--- src/logic/friscv_defines.svh ---
// friscv execution subsystem
// global size macros

`ifndef FRISCV_DEFINES_SVH
`define FRISCV_DEFINES_SVH

// data path width
`define FRISCV_XLEN 32

// 1 selects the embedded profile with 16 registers
`define FRISCV_RV32E 0

// register count follows the profile
`define FRISCV_REGNUM ((`FRISCV_RV32E) ? 16 : 32)

// data memory size in words, power of two
`define FRISCV_DMEM_DEPTH 64

`endif

--- src/logic/friscv_isa_pkg.sv ---
// rv32i instruction encodings

`default_nettype none

package friscv_isa_pkg;

    // major opcodes
    localparam logic [6:0] OPC_OP    = 7'b0110011;
    localparam logic [6:0] OPC_OPIMM = 7'b0010011;
    localparam logic [6:0] OPC_LUI   = 7'b0110111;
    localparam logic [6:0] OPC_LOAD  = 7'b0000011;
    localparam logic [6:0] OPC_STORE = 7'b0100011;

    // funct3 of the arithmetic and logic group
    localparam logic [2:0] F3_ADD_SUB = 3'b000;
    localparam logic [2:0] F3_SLL     = 3'b001;
    localparam logic [2:0] F3_SLT     = 3'b010;
    localparam logic [2:0] F3_SLTU    = 3'b011;
    localparam logic [2:0] F3_XOR     = 3'b100;
    localparam logic [2:0] F3_SRL_SRA = 3'b101;
    localparam logic [2:0] F3_OR      = 3'b110;
    localparam logic [2:0] F3_AND     = 3'b111;
    // word size for loads and stores
    localparam logic [2:0] F3_WORD    = 3'b010;

    // funct7, the alternate form selects SUB and SRA
    localparam logic [6:0] F7_BASE = 7'b0000000;
    localparam logic [6:0] F7_ALT  = 7'b0100000;

    typedef enum logic [3:0] {
        ALU_ADD, ALU_SUB, ALU_SLL, ALU_SLT, ALU_SLTU, ALU_XOR,
        ALU_SRL, ALU_SRA, ALU_OR, ALU_AND, ALU_LUI
    } alu_op_t;

    ////////////////////////////////////////////////////////////////////
    // instruction layouts, msb first
    ////////////////////////////////////////////////////////////////////

    typedef struct packed {
        logic [6:0] funct7;
        logic [4:0] rs2;
        logic [4:0] rs1;
        logic [2:0] funct3;
        logic [4:0] rd;
        logic [6:0] opcode;
    } r_type_t;

    typedef struct packed {
        logic [11:0] imm;
        logic [4:0]  rs1;
        logic [2:0]  funct3;
        logic [4:0]  rd;
        logic [6:0]  opcode;
    } i_type_t;

    typedef struct packed {
        logic [6:0] imm_hi;
        logic [4:0] rs2;
        logic [4:0] rs1;
        logic [2:0] funct3;
        logic [4:0] imm_lo;
        logic [6:0] opcode;
    } s_type_t;

    typedef struct packed {
        logic [19:0] imm;
        logic [4:0]  rd;
        logic [6:0]  opcode;
    } u_type_t;

    // one word, four views
    typedef union packed {
        r_type_t r;
        i_type_t i;
        s_type_t s;
        u_type_t u;
    } instr_t;

endpackage

`default_nettype wire

--- src/logic/friscv_core_pkg.sv ---
// commands and register traffic between blocks

`default_nettype none

`include "friscv_defines.svh"

package friscv_core_pkg;

    import friscv_isa_pkg::*;

    // decoded work for the ALU
    typedef struct packed {
        logic                    valid;
        alu_op_t                 op;
        logic [4:0]              rd;
        logic [4:0]              rs1;
        logic [4:0]              rs2;
        logic                    use_imm;
        logic [`FRISCV_XLEN-1:0] imm;
    } alu_cmd_t;

    // decoded work for the load/store unit
    typedef struct packed {
        logic                    valid;
        logic                    is_store;
        logic [4:0]              rd;
        logic [4:0]              rs1;
        logic [4:0]              rs2;
        logic [`FRISCV_XLEN-1:0] imm;
    } mem_cmd_t;

    // destination register write
    typedef struct packed {
        logic                    wr;
        logic [4:0]              addr;
        logic [`FRISCV_XLEN-1:0] val;
    } rd_write_t;

    // source register addresses
    typedef struct packed {
        logic [4:0] rs1;
        logic [4:0] rs2;
    } rs_read_t;

endpackage

`default_nettype wire

--- src/logic/friscv_memfy.sv ---
// load/store unit with local data memory

`default_nettype none

`include "friscv_defines.svh"

module friscv_memfy
    import friscv_core_pkg::*;
(
    input  logic                    aclk,
    input  logic                    aresetn,
    input  mem_cmd_t                mem_cmd,
    output rs_read_t                rs_read,
    input  logic [`FRISCV_XLEN-1:0] rs1_val,
    input  logic [`FRISCV_XLEN-1:0] rs2_val,
    output rd_write_t               rd_write
);

    localparam int DEPTH = `FRISCV_DMEM_DEPTH;
    localparam int IDX_W = $clog2(DEPTH);

    logic [`FRISCV_XLEN-1:0] dmem [DEPTH];
    logic [`FRISCV_XLEN-1:0] addr;
    logic [IDX_W-1:0]        idx;

    assign rs_read.rs1 = mem_cmd.rs1;
    assign rs_read.rs2 = mem_cmd.rs2;

    // byte address, word index wraps on the memory size
    assign addr = rs1_val + mem_cmd.imm;
    assign idx = addr[IDX_W+1:2];

    ////////////////////////////////////////////////////////////////////
    // store path
    ////////////////////////////////////////////////////////////////////

    always_ff @(posedge aclk or negedge aresetn) begin
        if (!aresetn) begin
            for (int w = 0; w < DEPTH; w++) begin
                dmem[w] <= '0;
            end
        end else if (mem_cmd.valid && mem_cmd.is_store) begin
            dmem[idx] <= rs2_val;
        end
    end

    ////////////////////////////////////////////////////////////////////
    // load path, read straight from the array
    ////////////////////////////////////////////////////////////////////

    assign rd_write.wr = mem_cmd.valid && !mem_cmd.is_store;
    assign rd_write.addr = mem_cmd.rd;
    assign rd_write.val = dmem[idx];

endmodule

`default_nettype wire

--- config.mk ---
export PLATFORM = sky130hd
export DESIGN_NAME = friscv_memfy
export DESIGN_NICKNAME = d
export VERILOG_FILES = /design/src/logic/friscv_isa_pkg.sv /design/src/logic/friscv_core_pkg.sv /design/src/logic/friscv_memfy.sv
export VERILOG_INCLUDE_DIRS = /design/src /design/src/logic
export SDC_FILE = /design/constraint.sdc
export NUM_CORES = 2
export LEC_CHECK = 0
export ABC_AREA = 1
export BUFFER_PORTS_ARGS = -buffer_cell sky130_fd_sc_hd__buf_2
export CELL_PAD_IN_SITES_DETAIL_PLACEMENT = 0
export CELL_PAD_IN_SITES_GLOBAL_PLACEMENT = 1
export CORE_AREA = 2 2 478 480
export DETAILED_ROUTE_END_ITERATION = 6
export DIE_AREA = 0 0 480 482
export PLACE_DENSITY = 0.81
export SLEW_MARGIN = 40
export SYNTH_ARGS = -nofsm -noshare
export SYNTH_HDL_FRONTEND = slang
export SYNTH_SLANG_ARGS = --single-unit
--- constraint.sdc ---
create_clock -name aclk -period 6 [get_ports aclk]
set_input_delay 1.2 -clock aclk [delete_from_list [all_inputs] [get_ports aclk]]
set_output_delay 1.2 -clock aclk [all_outputs]
set_load 0.005 [all_outputs]
---- Word-level counts from Yosys, hierarchy flattened ----
Index checks and enable logic that the tools add are counted.
word-level totals
  input port bits ......................... 115
  logic and storage cells ................. 78
  bits in registers ....................... 2048
  output and inout bits ................... 48
cells by class
  multiplexer cells ....................... 6
  bitwise operators ....................... 1
  magnitude comparators ................... 2
  $add $sub $neg .......................... 1
  reduce and logical (&&, ||, !) cells .... 4
operators with widths
  operator              count
  $bwmux W2048          1
  $bmux W32 S6          1
  $demux W32 S6         1
  $mux W32              3
  $add A8 B8 Y8         1
  $ge A7 B7 Y1 const B  1
  $lt A7 B1 Y1 const B  1
  $not A6 Y7            1
  $logic_and A1 B1 Y1   3
  $logic_not A1 Y1      1

---- Logic depth before layout (Yosys ltp) ----
  word-level depth ........................ 7
  gate-level depth with buffers ........... 18

---- Worst setup path after synthesis ----
OpenSTA, ideal clock, no wires.
  kind .................................... input port to output port
  from .................................... in mem_cmd[3] (netlist name)
  to ...................................... out rd_write[0] (netlist name)
  slack ................................... 1.702 ns
  buffers on the path ..................... 2
  arrival ................................. 3.098 ns
  cell stages on the path ................. 13
  data required time ...................... 4.800 ns
  cells stage by stage .................... ha_1 -> a21oi_1 -> nand2_1 -> nand2_1 -> nand3_1 -> nand2_2 -> clkbuf_1 -> clkbuf_1 -> nand3_1 -> nand3_1 -> nand2_1 -> inv_1 -> nand2_1
RTL lines
  what                RTL line            RTL
  start: declaration  friscv_memfy.sv:12  input mem_cmd_t mem_cmd,
  end: declaration    friscv_memfy.sv:16  output rd_write_t rd_write

==> results.md <==
* Global-route wire length before repair at 569000 um
* Rows at 175
* Die height at approximately 480 um
* Core area at between 200000 and 250000 um2
* All-Layer GR Usage at 0.322
* Worst path slowest cell: nand2_8
* Starting Density at 0.448
* Fin crit period at between 5 and 6 ns
* Outcome: finished clean
* Max incr delay on CP at 0.43 ns
* Antenna violations before repair at 13
* Critical path data arrival time at around 4.5 ns
* Number of DRC markers in iteration 0 at 10200
* Setup crit start kind: input pin
* Ports at 163
* Post-DP Area at 106000 um2
* Die ar. at between 200000 and 250000 um2
* Kind of critical path: in2out
* DR WL/cell at around 22 um
* Post-CTS Repair Setup Buffers at 0
* Post-Route WL at approximately 370000 um
* Period utilization at 0.955
* Final Hold Viols at 0
* Total CTS buffers at between 200 and 250
* Fin area at between 100000 and 150000 um2
* Vias at 93400
* Top post-synthesis cells by area: dfrtp_1 (51%), nand2_1 (23%), nand3_1 (6.6%)
* VDD IR max at between 0.2 and 0.25 mV
* Largest net degree at the start of global routing at approximately 160
* Worst slew margin at 0.408
* Slew Viols, Final at 0
* DR DRC count at 0
* Number of synthesized flops with an enable pin at 0
* Reg2Reg Depth at 2
* Clock Pin Slew Worst Setup and Hold Paths at approximately 0.060 ns
* GP Congestion at about 0.89
* Overall die width at approximately 480 um
* Maximum clock frequency at about 0.17 GHz
* Gr ovfl total at 0
* Top flop regs: dmem (2048)
* Sink Count at 2048
* Unrepaired setup endpoints after global routing: no
* Commonest cells after routing, fill and taps aside: nand2_1 (6122), dfrtp_1 (2048), nand3_1 (1345), o21ai_0 (1085), inv_1 (585)
* Post-Synthesis Cells at 14000
* R2R setup slack at about 5.3 ns
* CP Capture Type: primary output
* Share of the synthesized area in the top cell type at 0.505
* CTS root buffer: clkbuf_16
* Commonest non-fill, non-tap cell in the layout: nand2_1
* Worst EP required at 4.80 ns
* Post-CTS Hold Fix Bufs at 0
* Post-route ant nets at 0
* Register area at a little over 50000 um2
* Synth-to-layout area growth at 11.9%
* Power per cell area at 391 nW/um2
* Detailed Place HPWL at around 230000 um
* Synth Net Count at between 10000 and 15000
* Worst r2r dst: dmem[412]
* PortBufs at 84
* Area occupied by multi-input gates at approximately 43000 um2
* Reg2reg start: dmem[412]
* Nets at between 10000 and 15000
* Lkg Pwr at a little under 60 nW
* Initial DRT Pass Iterations at 6
* Max-cap violations at 0
* TritonCTS clock tree: done
* Sequential share of the synthesized area at 0.505
* FFs w/ async S/R, synth at 1.00
* Crit path top cell by count: nand2_1
* Ys flop type: dfrtp_1
* Hold WC Path Type: in2async
* Largest fanout on the critical path at 26
* Cells along the critical path: buf_2, ha_1, inv_2, nand3_4, nand2_8, buf_12, buf_12, buf_4, nand2_1, nand2_1, nand2_1, nand2_1, nand2_1, nand3_1, nand3_1, nand2_1, inv_1, nand2_1, buf_2
* Worst clock skew at 0 ns
* Max reg flops at just over 2000
* Syn_area_per_cell at 7.25 um2
* TNS Setup at 0 ns
* Clock buffer depth at 3
* Syn. warnings at 0
* Synth Register Bits at 2048
* Vias per cell at roughly 5.6
* Fraction of layout cells with a size suffix above 1 at 0.0725
* Final Setup Violations at 0
* Synth unique cells at 31
* CTS resizes at 0
* Mapped Area at about 100000 um2
* Vias in the first global route at between 80000 and 90000
* Biggest register: dmem
* Post-synth top area cell: dfrtp_1
* Htree depth at 4
* Layout fillers at 22100
* Worst-Margin Slew at approximately 0.89 ns
* Worst skew pair latency at roughly 0.90 ns
per-stage QoR:
stage,std cells,worst slack [ns],utilization,power [mW],hold WS [ns]
after detailed placement,16300,0.348,0.467,30.3,0.469
after global routing,16700,0.105,0.501,46.9,0.245
final,16700,0.273,0.501,44.3,0.226
after CTS,16700,0.342,0.500,44.3,0.212
after floorplan,14000,1.70,-,26.1,0.451
after global placement,16300,0.356,0.467,29.9,0.462
power by group:
part	switching, mW	internal [mW]
clock	5.87	8.15
sequential	1.64	17.4
combinational	7.46	3.79
total	15.0	29.3
area by class of cell:
class,instances,area share
Antenna cell,10,0.000221
Clock buffer,341,0.0591
Clock inverter,55,0.00612
Inverter,635,0.0212
Multi-Input combinational cell,10100,0.380
Sequential cell,2048,0.452
Tap cell,3009,0.0332
Timing Repair Buffer,520,0.0487
worst max-delay path by stage:
stage	slack, ns	from	cells past startpoint	end
3_5_place_dp	0.35	rs1_val[1]	19	rd_write[21]
5_1_grt	0.10	mem_cmd[2]	19	rd_write[29]
6_report	0.27	mem_cmd[2]	19	rd_write[29]
4_1_cts	0.34	mem_cmd[1]	18	rd_write[21]
3_3_place_gp	0.36	mem_cmd[2]	19	rd_write[18]
2_1_floorplan	1.70	mem_cmd[3]	13	rd_write[0]
synthesized netlist by cell type, types with 17 or more instances:
library cell	n
buf_2	302
a21oi_1	495
nand2_1	6140
clkbuf_1	760
buf_4	37
inv_1	589
inv_2	17
o21ai_0	1085
nor2_4	34
buf_1	72
dfrtp_1	2048
o21ai_1	472
nor2_1	499
clkinv_1	28
nand3_1	1347
nand2_2	23
cells by family after synthesis:
| group | Yosys count | share of synthesized area |
|---|---|---|
| AO/OA/AOI/OAI | 2055 | 0.102 |
| AND/OR/NAND/NOR | 8068 | 0.320 |
| buffers and inverters | 1810 | 0.0724 |
| XOR/XNOR | 1 | 0.0000864 |
| adder cells (fa/ha/maj) | 6 | 0.000740 |
| flip-flops | 2048 | 0.505 |
per-layer routing:
metal | global-route usage | wire, um | share of wire
met5 | 0 | 277 | 0.00074
met4 | 0.112 | 12900 | 0.034
met2 | 0.496 | 165000 | 0.44
met3 | 0.0597 | 35200 | 0.094
met1 | 0.455 | 160000 | 0.43
worst max-delay path, delay by kind of cell:
kind | cells | cell delay (ns)
fa+ha+maj | 1 | 0.42
buf+inv | 7 | 1.10
simple gates | 11 | 1.73
(Power assumes the default switching activity.)
