[config.mk]
export PLATFORM = sky130hd
export DESIGN_NAME = friscv_alu
export DESIGN_NICKNAME = d
export VERILOG_FILES = /design/src/logic/friscv_isa_pkg.sv /design/src/logic/friscv_core_pkg.sv /design/src/logic/friscv_alu.sv
export VERILOG_INCLUDE_DIRS = /design/src /design/src/logic
export SDC_FILE = /design/constraint.sdc
export NUM_CORES = 1
export LEC_CHECK = 0
export CORE_AREA = 2 2 162 164
export DETAILED_ROUTE_END_ITERATION = 10
export DIE_AREA = 0 0 164 166
export DONT_BUFFER_PORTS = 1
export GPL_TIMING_DRIVEN = 0
export PLACE_DENSITY = 0.51
export SYNTH_ARGS = -nofsm -noshare
export SYNTH_HDL_FRONTEND = slang
export SYNTH_SLANG_ARGS = --single-unit
[constraint.sdc]
create_clock -name vclk -period 16.5
set_input_delay 2.475 -clock vclk [all_inputs]
set_output_delay 2.475 -clock vclk [all_outputs]
set_load 0.02 [all_outputs]
[src/logic/friscv_defines.svh]
// friscv execution subsystem
// global size macros

`ifndef FRISCV_DEFINES_SVH
`define FRISCV_DEFINES_SVH

// data path width
`define FRISCV_XLEN 32

// 1 selects the embedded profile with 16 registers
`define FRISCV_RV32E 0

// register count follows the profile
`define FRISCV_REGNUM ((`FRISCV_RV32E) ? 16 : 32)

// data memory size in words, power of two
`define FRISCV_DMEM_DEPTH 64

`endif

[src/logic/friscv_isa_pkg.sv]
// rv32i instruction encodings

`default_nettype none

package friscv_isa_pkg;

    // major opcodes
    localparam logic [6:0] OPC_OP    = 7'b0110011;
    localparam logic [6:0] OPC_OPIMM = 7'b0010011;
    localparam logic [6:0] OPC_LUI   = 7'b0110111;
    localparam logic [6:0] OPC_LOAD  = 7'b0000011;
    localparam logic [6:0] OPC_STORE = 7'b0100011;

    // funct3 of the arithmetic and logic group
    localparam logic [2:0] F3_ADD_SUB = 3'b000;
    localparam logic [2:0] F3_SLL     = 3'b001;
    localparam logic [2:0] F3_SLT     = 3'b010;
    localparam logic [2:0] F3_SLTU    = 3'b011;
    localparam logic [2:0] F3_XOR     = 3'b100;
    localparam logic [2:0] F3_SRL_SRA = 3'b101;
    localparam logic [2:0] F3_OR      = 3'b110;
    localparam logic [2:0] F3_AND     = 3'b111;
    // word size for loads and stores
    localparam logic [2:0] F3_WORD    = 3'b010;

    // funct7, the alternate form selects SUB and SRA
    localparam logic [6:0] F7_BASE = 7'b0000000;
    localparam logic [6:0] F7_ALT  = 7'b0100000;

    typedef enum logic [3:0] {
        ALU_ADD, ALU_SUB, ALU_SLL, ALU_SLT, ALU_SLTU, ALU_XOR,
        ALU_SRL, ALU_SRA, ALU_OR, ALU_AND, ALU_LUI
    } alu_op_t;

    ////////////////////////////////////////////////////////////////////
    // instruction layouts, msb first
    ////////////////////////////////////////////////////////////////////

    typedef struct packed {
        logic [6:0] funct7;
        logic [4:0] rs2;
        logic [4:0] rs1;
        logic [2:0] funct3;
        logic [4:0] rd;
        logic [6:0] opcode;
    } r_type_t;

    typedef struct packed {
        logic [11:0] imm;
        logic [4:0]  rs1;
        logic [2:0]  funct3;
        logic [4:0]  rd;
        logic [6:0]  opcode;
    } i_type_t;

    typedef struct packed {
        logic [6:0] imm_hi;
        logic [4:0] rs2;
        logic [4:0] rs1;
        logic [2:0] funct3;
        logic [4:0] imm_lo;
        logic [6:0] opcode;
    } s_type_t;

    typedef struct packed {
        logic [19:0] imm;
        logic [4:0]  rd;
        logic [6:0]  opcode;
    } u_type_t;

    // one word, four views
    typedef union packed {
        r_type_t r;
        i_type_t i;
        s_type_t s;
        u_type_t u;
    } instr_t;

endpackage

`default_nettype wire

[src/logic/friscv_core_pkg.sv]
// commands and register traffic between blocks

`default_nettype none

`include "friscv_defines.svh"

package friscv_core_pkg;

    import friscv_isa_pkg::*;

    // decoded work for the ALU
    typedef struct packed {
        logic                    valid;
        alu_op_t                 op;
        logic [4:0]              rd;
        logic [4:0]              rs1;
        logic [4:0]              rs2;
        logic                    use_imm;
        logic [`FRISCV_XLEN-1:0] imm;
    } alu_cmd_t;

    // decoded work for the load/store unit
    typedef struct packed {
        logic                    valid;
        logic                    is_store;
        logic [4:0]              rd;
        logic [4:0]              rs1;
        logic [4:0]              rs2;
        logic [`FRISCV_XLEN-1:0] imm;
    } mem_cmd_t;

    // destination register write
    typedef struct packed {
        logic                    wr;
        logic [4:0]              addr;
        logic [`FRISCV_XLEN-1:0] val;
    } rd_write_t;

    // source register addresses
    typedef struct packed {
        logic [4:0] rs1;
        logic [4:0] rs2;
    } rs_read_t;

endpackage

`default_nettype wire

[src/logic/friscv_alu.sv]
// integer ALU

`default_nettype none

`include "friscv_defines.svh"

module friscv_alu
    import friscv_isa_pkg::*;
    import friscv_core_pkg::*;
(
    input  alu_cmd_t                alu_cmd,
    output rs_read_t                rs_read,
    input  logic [`FRISCV_XLEN-1:0] rs1_val,
    input  logic [`FRISCV_XLEN-1:0] rs2_val,
    output rd_write_t               rd_write
);

    logic [`FRISCV_XLEN-1:0] opb;
    logic [`FRISCV_XLEN-1:0] result;
    logic [4:0]              shamt;

    assign rs_read.rs1 = alu_cmd.rs1;
    assign rs_read.rs2 = alu_cmd.rs2;

    // second operand, register or immediate
    assign opb = alu_cmd.use_imm ? alu_cmd.imm : rs2_val;
    assign shamt = opb[4:0];

    always_comb begin
        case (alu_cmd.op)
            ALU_ADD:  result = rs1_val + opb;
            ALU_SUB:  result = rs1_val - opb;
            ALU_SLL:  result = rs1_val << shamt;
            ALU_SLT:  result = {{(`FRISCV_XLEN-1){1'b0}}, $signed(rs1_val) < $signed(opb)};
            ALU_SLTU: result = {{(`FRISCV_XLEN-1){1'b0}}, rs1_val < opb};
            ALU_XOR:  result = rs1_val ^ opb;
            ALU_SRL:  result = rs1_val >> shamt;
            ALU_SRA:  result = $signed(rs1_val) >>> shamt;
            ALU_OR:   result = rs1_val | opb;
            ALU_AND:  result = rs1_val & opb;
            // immediate is already shifted by the decoder
            ALU_LUI:  result = alu_cmd.imm;
            default:  result = '0;
        endcase
    end

    assign rd_write.wr = alu_cmd.valid;
    assign rd_write.addr = alu_cmd.rd;
    assign rd_write.val = result;

endmodule

`default_nettype wire

Yosys cells after proc, flatten, opt, wreduce, memory -nomap -nowiden
Cells that the tools add are included.
Storage, ports and cells
  register bits after elaboration: 0
  word-level logic and storage cells: 23
Cells by class
  add/sub/neg operators: 2
  order comparisons: 2
  equality and inequality tests: 10
  shift-type cells: 3
  muxes and demuxes: 2
  bitwise gates (word level): 3
  reduce and logical (&&, ||, !) cells: 1
Operators with widths (number)
  $pmux 32 s11: 1
  $lt 32x32->1: 2
  $add 32x32->32: 1
  $and 32x32->32: 1
  $mux 32: 1
  $or 32x32->32: 1
  $shl 32x5->32: 1
  $shr 32x5->32: 1
  $sshr 32x5->32: 1
  $sub 32x32->32: 1
  $xor 32x32->32: 1
  $eq 4x3->1 const B: 4
  $eq 4x4->1 const B: 3
  $eq 4x2->1 const B: 2
  $eq 4x1->1 const B: 1
  $logic_not 4->1: 1

Depth between registers and ports, before layout
  depth after elaboration: 3
  depth in mapped cells: 18
  depth with buffers taken out: 14

Least setup slack after synthesis
Ideal clock, no wire load.
  path type: input port to output port
  start point: input alu_cmd[32] (netlist bit)
  end point: output rd_write[31] (netlist bit)
  data arrival time: 6.423 ns
  path slack: 7.602 ns
  stages on the path: 16
  path through: buf_6 > mux2i_2 > clkbuf_1 > clkbuf_1 > buf_1 > ha_1 > clkbuf_2 > nor2_2 > o211ai_1 > a32oi_1 > a211o_1 > nand4_1 > a31o_2 > a31o_2 > a211o_1 > a31oi_1
RTL lines
  start: declaration: line friscv_alu.sv:11  | input alu_cmd_t alu_cmd,
  end: declaration: line friscv_alu.sv:15  | output rd_write_t rd_write

==> flow_metrics.env <==
export IMPL_status="finished, final reports clean"
export IMPL_area_growth_pct=4.31
export IMPL_syn_nets=1744
export IMPL_hold_violations=0
export IMPL_die_y_um=166
export IMPL_critPathBufInv=5
export IMPL_rsz0062_at_grt="no"
export IMPL_dp_slack_ns=5.54
export IMPL_worstPathArrival_ns=8.85
export IMPL_critPathMaxFanout=11
export IMPL_layout_min_cycle_time_ns=11.32
export IMPL_post_drt_wl_per_cell_um=34.7
export IMPL_combPwrFrac_pct=100.0
export IMPL_worstPathRequired_ns=14.03
export IMPL_route_detailed_drc=0
export IMPL_synthCells=1525
export IMPL_dr_pass1_iters=6
export IMPL_antenna_found_initial=1
export IMPL_rows=59
export IMPL_slew_headroom_pct=23.7
export IMPL_cts_resized=0
export IMPL_stdcell_count=1861
export IMPL_yosys_warnings=0
export IMPL_netSwitchingFraction_pct=69.8
export IMPL_fin_setup_tns_ns=0
export IMPL_p_switching_uw=349
export IMPL_seqPwrFrac_pct=0
export IMPL_core_region_area_um2=25600
export IMPL_vias=13400
export IMPL_intPower_uw=151
export IMPL_clockBufferCount=0
export IMPL_ios=165
export IMPL_grt_max_degree=13
export IMPL_maxCapViolCount=0
export IMPL_dp_cells=1861
export IMPL_power_uw=501
export IMPL_timing_hold_ws_ns=5.06
export IMPL_hold_depth=1
export IMPL_grt_usage_pct=45.8
export IMPL_first_iter_violations=2142
export IMPL_routed_wl_um=64600
export IMPL_finalCritPeriodShare_pct=68.6
export IMPL_cp_depth=16
export IMPL_clkPwrFrac_pct=0
export IMPL_setup_violations=0
export IMPL_drive_gt1_share_pct=7.73
export IMPL_hp_class="in2out"
export IMPL_grt_pass1_vias=12400
export IMPL_design_seq_count=0
export IMPL_cp_start_kind="primary input"
export IMPL_initial_utilization_pct=39.4
export IMPL_leakagePower_nw=4.52
export IMPL_regArea_um2=0
export IMPL_netlist_area_um2=10100
export IMPL_viasPerCell=7.18
export IMPL_fin_util_pct=41.1
export IMPL_hpwl_um=51900
export IMPL_gp_congestion=1.06
export IMPL_yosysSeqAreaShare_pct=0
export IMPL_ant_nets=0
export IMPL_vdd_drop_max_mv=0.0290
export IMPL_path_delay_family="compound AO/OA/AOI/OAI gates"
export IMPL_slowest_delay_ns=0.76
export IMPL_cts_hold_buffers=0
export IMPL_cp_end_kind="output port"
export IMPL_crit_slowest_cell="mux2i_2"
export IMPL_syn_area_per_cell_um2=6.62
export IMPL_diodes=0
export IMPL_dieArea_um2=27200
export IMPL_gr_total_overflow=0
export IMPL_place_area_um2=10500
export IMPL_powerDensity_nw_per_um2=47.5
export IMPL_design_area_um2=10500
export IMPL_die_w_um=164
export IMPL_setup_ws_ns=5.18
export IMPL_fmax_ghz=0.0883
export IMPL_grt_pass1_wl_um=91200
export IMPL_io_buffers=0
export IMPL_max_slew_worst_pin_slew_ns=1.13
export IMPL_slew_viol_final=0
export IMPL_crit_type="in2out"
export IMPL_path_cells="buf_6, mux2i_2, clkbuf_1, clkbuf_1, buf_1, ha_1, clkbuf_2, nor2_2, o211ai_1, a32oi_1, a211o_1, a31oi_1, o41ai_1, a31oi_1, xnor2_1, o221ai_1"
export IMPL_fin_nets=1747
export IMPL_postCtsSetupBuffers=0
export IMPL_yosys_cell_types_count=86
[area by class of cell]
type	instances	area [um2]
plain buffers	137	668
fillers	2874	15100
inverters	110	415
multi-input cells	1278	9020
well taps	335	419
repair buffers	1	11.3
[power groups by stage]
| stage | clock [mW] | combinational, mW | sequential (mW) |
|---|---|---|---|
| 2_1_floorplan | 0 | 0.323 | 0 |
| 3_3_place_gp | 0 | 0.477 | 0 |
| 3_5_place_dp | 0 | 0.474 | 0 |
| 4_1_cts | 0 | 0.476 | 0 |
| 5_1_grt | 0 | 0.521 | 0 |
| 6_report | 0 | 0.501 | 0 |
[final timing paths]
check	slack [ns]	start	to
worst max-delay path	5.18	alu_cmd[32]	rd_write[25]
worst min-delay path	5.06	alu_cmd[37]	rs_read[4]
[cell usage in the layout, fill, tap and decap left out, drive strengths merged, types with 9 or more instances in the layout]
cell | Yosys | layout
nand2 | 155 | 155
nor2 | 143 | 143
a21oi | 135 | 135
mux2i | 131 | 131
o21ai | 117 | 117
inv | 110 | 110
ha | 100 | 100
buf | 70 | 71
clkbuf | 67 | 67
nand3 | 37 | 37
o211ai | 29 | 29
o22ai | 29 | 29
nor3 | 27 | 27
a211oi | 24 | 24
a31oi | 24 | 24
a21o | 22 | 22
mux4 | 17 | 17
a22oi | 17 | 17
a221oi | 15 | 15
o21bai | 15 | 15
nand4 | 14 | 14
o221ai | 14 | 14
o2111ai | 13 | 13
a222oi | 13 | 13
nor2b | 12 | 12
nand2b | 11 | 11
a211o | 10 | 10
and3 | 10 | 10
xnor2 | 9 | 9
[metal layers]
metal / GRT usage, % / up-vias / share of wire, %
li1: - / 5701 / -
met4: 24.1 / 0 / 6.4
met3: 10.1 / 202 / 12
met2: 68.5 / 1005 / 43
met1: 61.2 / 6457 / 39
met5: 0 / - / 0
[cells in the mapped netlist (all sizes together) (13+ instances only)]
cell type | n | share of area (%)
a211oi | 24 | 1.8
a21o | 22 | 1.6
a21oi | 135 | 6.7
a221oi | 15 | 1.3
a222oi | 13 | 1.3
a22oi | 17 | 1.3
a31oi | 24 | 1.6
buf | 70 | 4.1
clkbuf | 67 | 2.5
ha | 100 | 12
inv | 110 | 4.1
mux2i | 131 | 13
mux4 | 17 | 3.8
nand2 | 155 | 5.8
nand3 | 37 | 1.8
nand4 | 14 | 0.87
nor2 | 143 | 5.3
nor3 | 27 | 1.3
o2111ai | 13 | 1.1
o211ai | 29 | 2.2
o21ai | 117 | 5.8
o21bai | 15 | 1.2
o221ai | 14 | 1.2
o22ai | 29 | 1.8
[cell families (layout without fill, tap and decap cells)]
group                      count (synthesis)  count (layout)  share of synthesized area (%)
xor gates and xnor gates                  11              11                          0.954
and+or+nand+nor                          450             450                           20.4
buffers and inverters                    247             248                           10.7
adders and majority gates                102             102                           12.8
AOI/OAI and AO/OA                        561             561                           37.3
muxes                                    154             154                           17.8
(Power assumes the default switching activity.)
