## src/logic/friscv_defines.svh

```systemverilog
// friscv execution subsystem
// global size macros

`ifndef FRISCV_DEFINES_SVH
`define FRISCV_DEFINES_SVH

// data path width
`define FRISCV_XLEN 32

// 1 selects the embedded profile with 16 registers
`define FRISCV_RV32E 0

// register count follows the profile
`define FRISCV_REGNUM ((`FRISCV_RV32E) ? 16 : 32)

// data memory size in words, power of two
`define FRISCV_DMEM_DEPTH 64

`endif

```

## src/logic/friscv_isa_pkg.sv

```systemverilog
// rv32i instruction encodings

`default_nettype none

package friscv_isa_pkg;

    // major opcodes
    localparam logic [6:0] OPC_OP    = 7'b0110011;
    localparam logic [6:0] OPC_OPIMM = 7'b0010011;
    localparam logic [6:0] OPC_LUI   = 7'b0110111;
    localparam logic [6:0] OPC_LOAD  = 7'b0000011;
    localparam logic [6:0] OPC_STORE = 7'b0100011;

    // funct3 of the arithmetic and logic group
    localparam logic [2:0] F3_ADD_SUB = 3'b000;
    localparam logic [2:0] F3_SLL     = 3'b001;
    localparam logic [2:0] F3_SLT     = 3'b010;
    localparam logic [2:0] F3_SLTU    = 3'b011;
    localparam logic [2:0] F3_XOR     = 3'b100;
    localparam logic [2:0] F3_SRL_SRA = 3'b101;
    localparam logic [2:0] F3_OR      = 3'b110;
    localparam logic [2:0] F3_AND     = 3'b111;
    // word size for loads and stores
    localparam logic [2:0] F3_WORD    = 3'b010;

    // funct7, the alternate form selects SUB and SRA
    localparam logic [6:0] F7_BASE = 7'b0000000;
    localparam logic [6:0] F7_ALT  = 7'b0100000;

    typedef enum logic [3:0] {
        ALU_ADD, ALU_SUB, ALU_SLL, ALU_SLT, ALU_SLTU, ALU_XOR,
        ALU_SRL, ALU_SRA, ALU_OR, ALU_AND, ALU_LUI
    } alu_op_t;

    ////////////////////////////////////////////////////////////////////
    // instruction layouts, msb first
    ////////////////////////////////////////////////////////////////////

    typedef struct packed {
        logic [6:0] funct7;
        logic [4:0] rs2;
        logic [4:0] rs1;
        logic [2:0] funct3;
        logic [4:0] rd;
        logic [6:0] opcode;
    } r_type_t;

    typedef struct packed {
        logic [11:0] imm;
        logic [4:0]  rs1;
        logic [2:0]  funct3;
        logic [4:0]  rd;
        logic [6:0]  opcode;
    } i_type_t;

    typedef struct packed {
        logic [6:0] imm_hi;
        logic [4:0] rs2;
        logic [4:0] rs1;
        logic [2:0] funct3;
        logic [4:0] imm_lo;
        logic [6:0] opcode;
    } s_type_t;

    typedef struct packed {
        logic [19:0] imm;
        logic [4:0]  rd;
        logic [6:0]  opcode;
    } u_type_t;

    // one word, four views
    typedef union packed {
        r_type_t r;
        i_type_t i;
        s_type_t s;
        u_type_t u;
    } instr_t;

endpackage

`default_nettype wire

```

## src/logic/friscv_core_pkg.sv

```systemverilog
// commands and register traffic between blocks

`default_nettype none

`include "friscv_defines.svh"

package friscv_core_pkg;

    import friscv_isa_pkg::*;

    // decoded work for the ALU
    typedef struct packed {
        logic                    valid;
        alu_op_t                 op;
        logic [4:0]              rd;
        logic [4:0]              rs1;
        logic [4:0]              rs2;
        logic                    use_imm;
        logic [`FRISCV_XLEN-1:0] imm;
    } alu_cmd_t;

    // decoded work for the load/store unit
    typedef struct packed {
        logic                    valid;
        logic                    is_store;
        logic [4:0]              rd;
        logic [4:0]              rs1;
        logic [4:0]              rs2;
        logic [`FRISCV_XLEN-1:0] imm;
    } mem_cmd_t;

    // destination register write
    typedef struct packed {
        logic                    wr;
        logic [4:0]              addr;
        logic [`FRISCV_XLEN-1:0] val;
    } rd_write_t;

    // source register addresses
    typedef struct packed {
        logic [4:0] rs1;
        logic [4:0] rs2;
    } rs_read_t;

endpackage

`default_nettype wire

```

## src/logic/friscv_decoder.sv

```systemverilog
// instruction decoder
// splits one word into an ALU or a memory command

`default_nettype none

`include "friscv_defines.svh"

module friscv_decoder
    import friscv_isa_pkg::*;
    import friscv_core_pkg::*;
(
    input  logic     instr_valid,
    input  instr_t   instr,
    output alu_cmd_t alu_cmd,
    output mem_cmd_t mem_cmd,
    output logic     illegal_instr
);

    logic [`FRISCV_XLEN-1:0] imm_i;
    logic [`FRISCV_XLEN-1:0] imm_s;
    logic [`FRISCV_XLEN-1:0] imm_u;
    logic                    alt;
    logic                    bad;
    alu_op_t                 op_f3;

    // sign extended immediates for each layout
    assign imm_i = {{(`FRISCV_XLEN-12){instr.i.imm[11]}}, instr.i.imm};
    assign imm_s = {{(`FRISCV_XLEN-12){instr.s.imm_hi[6]}}, instr.s.imm_hi, instr.s.imm_lo};
    assign imm_u = {instr.u.imm, 12'h000};

    assign alt = (instr.r.funct7 == F7_ALT);

    // funct3 to operation, funct7 picks SUB/SRA
    always_comb begin
        case (instr.r.funct3)
            F3_ADD_SUB: op_f3 = alt ? ALU_SUB : ALU_ADD;
            F3_SLL:     op_f3 = ALU_SLL;
            F3_SLT:     op_f3 = ALU_SLT;
            F3_SLTU:    op_f3 = ALU_SLTU;
            F3_XOR:     op_f3 = ALU_XOR;
            F3_SRL_SRA: op_f3 = alt ? ALU_SRA : ALU_SRL;
            F3_OR:      op_f3 = ALU_OR;
            default:    op_f3 = ALU_AND;
        endcase
    end

    always_comb begin
        alu_cmd = '0;
        mem_cmd = '0;
        bad = 1'b0;
        alu_cmd.op = op_f3;
        alu_cmd.rd = instr.r.rd;
        alu_cmd.rs1 = instr.r.rs1;
        alu_cmd.rs2 = instr.r.rs2;
        mem_cmd.rd = instr.i.rd;
        mem_cmd.rs1 = instr.i.rs1;
        mem_cmd.rs2 = instr.s.rs2;
        mem_cmd.imm = imm_i;

        case (instr.r.opcode)
            OPC_OP: begin
                alu_cmd.valid = 1'b1;
                // only ADD/SUB and SRL/SRA accept the alternate funct7
                bad = !(instr.r.funct7 == F7_BASE ||
                        (alt && (instr.r.funct3 == F3_ADD_SUB ||
                                 instr.r.funct3 == F3_SRL_SRA)));
            end
            OPC_OPIMM: begin
                alu_cmd.valid = 1'b1;
                alu_cmd.use_imm = 1'b1;
                alu_cmd.imm = imm_i;
                // there is no SUBI
                if (instr.r.funct3 == F3_ADD_SUB) begin
                    alu_cmd.op = ALU_ADD;
                end else if (instr.r.funct3 == F3_SLL) begin
                    bad = (instr.r.funct7 != F7_BASE);
                end else if (instr.r.funct3 == F3_SRL_SRA) begin
                    bad = !(instr.r.funct7 == F7_BASE || alt);
                end
            end
            OPC_LUI: begin
                alu_cmd.valid = 1'b1;
                alu_cmd.op = ALU_LUI;
                alu_cmd.use_imm = 1'b1;
                alu_cmd.imm = imm_u;
            end
            OPC_LOAD: begin
                mem_cmd.valid = 1'b1;
                bad = (instr.i.funct3 != F3_WORD);
            end
            OPC_STORE: begin
                mem_cmd.valid = 1'b1;
                mem_cmd.is_store = 1'b1;
                mem_cmd.imm = imm_s;
                bad = (instr.s.funct3 != F3_WORD);
            end
            default: begin
                bad = 1'b1;
            end
        endcase

        // no strobe or a bad word issues nothing
        if (!instr_valid || bad) begin
            alu_cmd.valid = 1'b0;
            mem_cmd.valid = 1'b0;
        end
    end

    assign illegal_instr = instr_valid && bad;

endmodule

`default_nettype wire

```

## config.mk

```make
export PLATFORM = sky130hd
export DESIGN_NAME = friscv_decoder
export DESIGN_NICKNAME = d
export VERILOG_FILES = /design/src/logic/friscv_isa_pkg.sv /design/src/logic/friscv_core_pkg.sv /design/src/logic/friscv_decoder.sv
export VERILOG_INCLUDE_DIRS = /design/src /design/src/logic
export SDC_FILE = /design/constraint.sdc
export NUM_CORES = 1
export LEC_CHECK = 0
export BUFFER_PORTS_ARGS = -buffer_cell sky130_fd_sc_hd__buf_4
export CORE_ASPECT_RATIO = 1.75
export CORE_MARGIN = 3
export CORE_UTILIZATION = 35
export DETAILED_ROUTE_END_ITERATION = 10
export PLACE_DENSITY = 0.83
export SETUP_SLACK_MARGIN = 0.1
export SLEW_MARGIN = 20
export SYNTH_ARGS = -nofsm -noshare
export SYNTH_HDL_FRONTEND = slang
export SYNTH_SLANG_ARGS = --single-unit
```

## constraint.sdc

```tcl
create_clock -name vclk -period 1.3
set_input_delay 0 -clock vclk [all_inputs]
set_output_delay 0 -clock vclk [all_outputs]
set_load 0.03 [all_outputs]
```

After elaboration in Yosys (flattened, before gate mapping)
Index checks and enable logic that the tools add are counted.
Widths: inputs -> output; s select.
{"block": "totals", "out_inout_bits": 103, "in_bits": 33, "register_bits": 0, "word_cells": 43}
{"block": "op_classes", "muxes": 16, "n_eq_ne": 13, "n_reduce_logical": 14}
{"operator": "$pmux 33 s2", "count": 1}
{"operator": "$eq 7x6->1 const B", "count": 4}
{"operator": "$pmux 4 s7", "count": 1}
{"operator": "$mux 1", "count": 10}
{"operator": "$eq 3x3->1 const B", "count": 3}
{"operator": "$pmux 4 s2", "count": 1}
{"operator": "$eq 7x2->1 const B", "count": 1}
{"operator": "$eq 7x5->1 const B", "count": 1}
{"operator": "$logic_not 7->1", "count": 1}
{"operator": "$reduce_bool 7->1", "count": 1}
{"operator": "$eq 3x2->1 const B", "count": 2}
{"operator": "$mux 5", "count": 1}
{"operator": "$logic_or 1x1->1", "count": 4}
{"operator": "$mux 4", "count": 1}
{"operator": "$pmux 1 s4", "count": 1}
{"operator": "$eq 3x1->1 const B", "count": 1}
{"operator": "$logic_not 1->1", "count": 3}
{"operator": "$logic_not 3->1", "count": 1}
{"operator": "$ne 3x2->1 const B", "count": 1}
{"operator": "$reduce_or 3->1", "count": 1}
{"operator": "$logic_and 1x1->1", "count": 2}
{"operator": "$reduce_or 2->1", "count": 1}

Logic depth before layout (Yosys ltp)
{"block": "depth", "ltp_word": 9, "depth_mapped": 5}

Worst setup path after synthesis
OpenSTA, ideal clock, no wires.
{"block": "synth_path", "kind": "input to output", "from": "input instr[31] in the netlist's numbering", "to": "output alu_cmd[48] in the netlist's numbering", "t_required_ps": 1300, "cell_stages": 4, "slack_ps": -125, "t_arrival_ps": 1425, "path_cell_list": "nor4_4 -> nand3_1 -> a21bo_2 -> a2111oi_2"}
{"element": "start, declared", "line": "friscv_decoder.sv:13", "text": "input instr_t instr,"}
{"element": "end, declared", "line": "friscv_decoder.sv:14", "text": "output alu_cmd_t alu_cmd,"}

==> impl_metrics.json <==
{
  "outcome": "finished with violations",
  "failed_checks": "setup timing",
  "critPathSlowestCell": "nor4_4",
  "seq_power_share_pct": 0,
  "p_sw_share_pct": 57.1,
  "min-delay-start": "instr[8]",
  "hold_buffers": 0,
  "ir_drop_mv": 0.182,
  "p_clk_share_pct": 0,
  "grt_first_pass_wirelength_um": 6530,
  "period_needed_ns": 1.37,
  "dpl_cell_area_um2": 1930,
  "drt_iter0_drc": 10,
  "die_width_um": 48.6,
  "yosys.area.top_type": "buf_4",
  "grt.overflow.total": 0,
  "synth_seq_area_share_pct": 0,
  "worstSetupEndpointType": "output port",
  "antenna_found_initial": 0,
  "yosys-top-cells-area": "buf_4 (39%), a21o_2 (7.1%), a21o_1 (6.8%), and2_1 (6.8%), mux2_2 (5.1%)",
  "slew_viol_final": 0,
  "dieArea_um2": 3910,
  "drc": 0,
  "ys_types": 35,
  "crit_required_ns": 1.30,
  "drt_wl_total_um": 4230,
  "post-route-period-util_pct": 105,
  "fin_nets": 277,
  "grt_pass1_vias": 1376,
  "antenna_cells": 0,
  "final_cell_mix": "buf_4 (105), buf_6 (57), and2_4 (13), a21o_1 (10), a21o_4 (7)",
  "syn_to_final_growth_pct": 105,
  "drive_above_1_share_pct": 83.9,
  "synth_area_um2": 1110,
  "tightest_slew_ns": 0.365,
  "min_delay_worst_endpoint": "mem_cmd[43]",
  "design.seq.count": 0,
  "num_rows": 26,
  "cp_cell_sequence": "buf_8 > nor4_4 > nand3_1 > a21bo_2 > a2111oi_4 > buf_4",
  "drtAntennaViolNets": 0,
  "leakage_uw": 0.00127,
  "rsz0062_at_grt": "yes",
  "switchingPower_uw": 413,
  "finalSetupViolCount": 27,
  "die_h_um": 80.5,
  "hold_path_depth": 2,
  "maxCapViolCount": 0,
  "cp_max_fo": 3,
  "cellPowerDensity_nw_per_um2": 318,
  "stdcell_count": 284,
  "fin_ws_ns": -0.0697,
  "nClkBuffers": 0,
  "netlist_instances": 142,
  "placedCellCount": 280,
  "start_util_pct": 37.1,
  "core_um2": 2990,
  "intPower_uw": 311,
  "avgRoutedWirePerCell_um": 14.9,
  "ioPinCount": 136,
  "syn_avg_cell_area_um2": 7.82,
  "hpwlAfterDp_um": 3280,
  "cp_slowest_stage_delay_ns": 0.33,
  "synth_top_area_share_pct": 38.5,
  "seq_area_um2": 0,
  "dr.pass1.iters": 4,
  "yosysWarnings": 0,
  "io_buffer_count": 136,
  "fillCellCount": 234,
  "max_freq_mhz": 730,
  "syn-num-nets": 175,
  "viasPerCell": 4.75,
  "track_usage_pct": 20.1,
  "design_area_um2": 2280,
  "p_comb_share_pct": 100.0,
  "grt_max_degree": 24,
  "cp.arrival_ns": 1.37,
  "critPathLaunchType": "primary input",
  "finalHoldViolCount": 0,
  "place_congestion": 0.796,
  "slew-limit-headroom_pct": 75.5,
  "hold_class": "primary input to output port",
  "layout_commonest_cell": "buf_4",
  "worstSetupPathType": "primary input to output port",
  "via_count": 1348
}
==> worst max path at each step <==
stage | start | endpoint | slack (ns)
2_1_floorplan | instr[2] | mem_cmd[0] | -0.05
3_3_place_gp | instr[31] | alu_cmd[48] | -0.11
3_5_place_dp | instr[31] | alu_cmd[48] | -0.16
4_1_cts | instr[25] | alu_cmd[48] | -0.10
5_1_grt | instr[3] | alu_cmd[21] | -0.13
6_report | instr[31] | alu_cmd[48] | -0.07
==> stage by stage <==
stage | setup WS (ns) | total power (µW) | hold slack, ns | utilization (%) | setup TNS [ns]
detailed placement | -0.160 | 681 | 0.235 | 64.4 | -0.610
floorplan | -0.0489 | 464 | 0.0627 | - | -0.265
finish | -0.0697 | 724 | 0.238 | 76.1 | -0.988
CTS | -0.105 | 713 | 0.237 | 72.1 | -0.426
global placement | -0.113 | 673 | 0.233 | 64.4 | -0.456
global route | -0.129 | 759 | 0.246 | 76.1 | -2.89
==> metal layers <==
| layer | share of wire, % | up-vias | GRT usage [%] |
|---|---|---|---|
| li1 | - | 628 | - |
| met3 | 9.2 | 6 | 2.97 |
| met4 | 1.7 | 0 | 3.13 |
| met1 | 32 | 622 | 21.2 |
| met2 | 57 | 92 | 41.6 |
| met5 | 0 | - | 0 |
==> power by group through the flow <==
stage | Combinational (µW) | Sequential [µW] | Clock, µW
after floorplan | 464 | 0 | 0
after global placement | 673 | 0 | 0
after detailed placement | 681 | 0 | 0
after CTS | 713 | 0 | 0
after global routing | 759 | 0 | 0
final | 724 | 0 | 0
==> layout make-up <==
type	count	area, µm²	area share [%]
inverter	3	11.3	0.494
multi-input combinational	75	749	32.9
tap	42	52.6	2.31
timing repair buffer	164	1470	64.3
==> kinds of logic after synthesis <==
| logic type | Yosys count | share of synthesized area, % |
|---|---|---|
| AOI/OAI and AO/OA | 28 | 20.6 |
| xor gates and xnor gates | 1 | 0.788 |
| and+or+nand+nor | 41 | 29.1 |
| buffers and inverters | 67 | 44.5 |
| muxes | 5 | 5.07 |
==> critical path, delay by kind of cell <==
family / cells / cell delay [ns]
simple gates: 2 / 0.49
compound gates: 2 / 0.55
buf+inv: 2 / 0.32
==> timing repair <==
action                                  in CTS  in global routing
gates resized for setup                     57                 30
cloned                                       1                  0
pin swaps                                   11                 14
endpoints found under the setup margin      41                 45
buffers inserted                             1                  2
==> cells in the mapped netlist, drive strengths merged (2+ instances only) <==
library cell  instances
nor2                  4
nand2b                2
nor4b                 2
clkbuf                2
o21ai                 2
and2                 13
a21o                 19
nand3                 3
nor4                  2
nor3                  3
mux2                  5
nand2                 4
nand3b                3
buf                  62
inv                   3
Power figures use the tool's default switching activity.
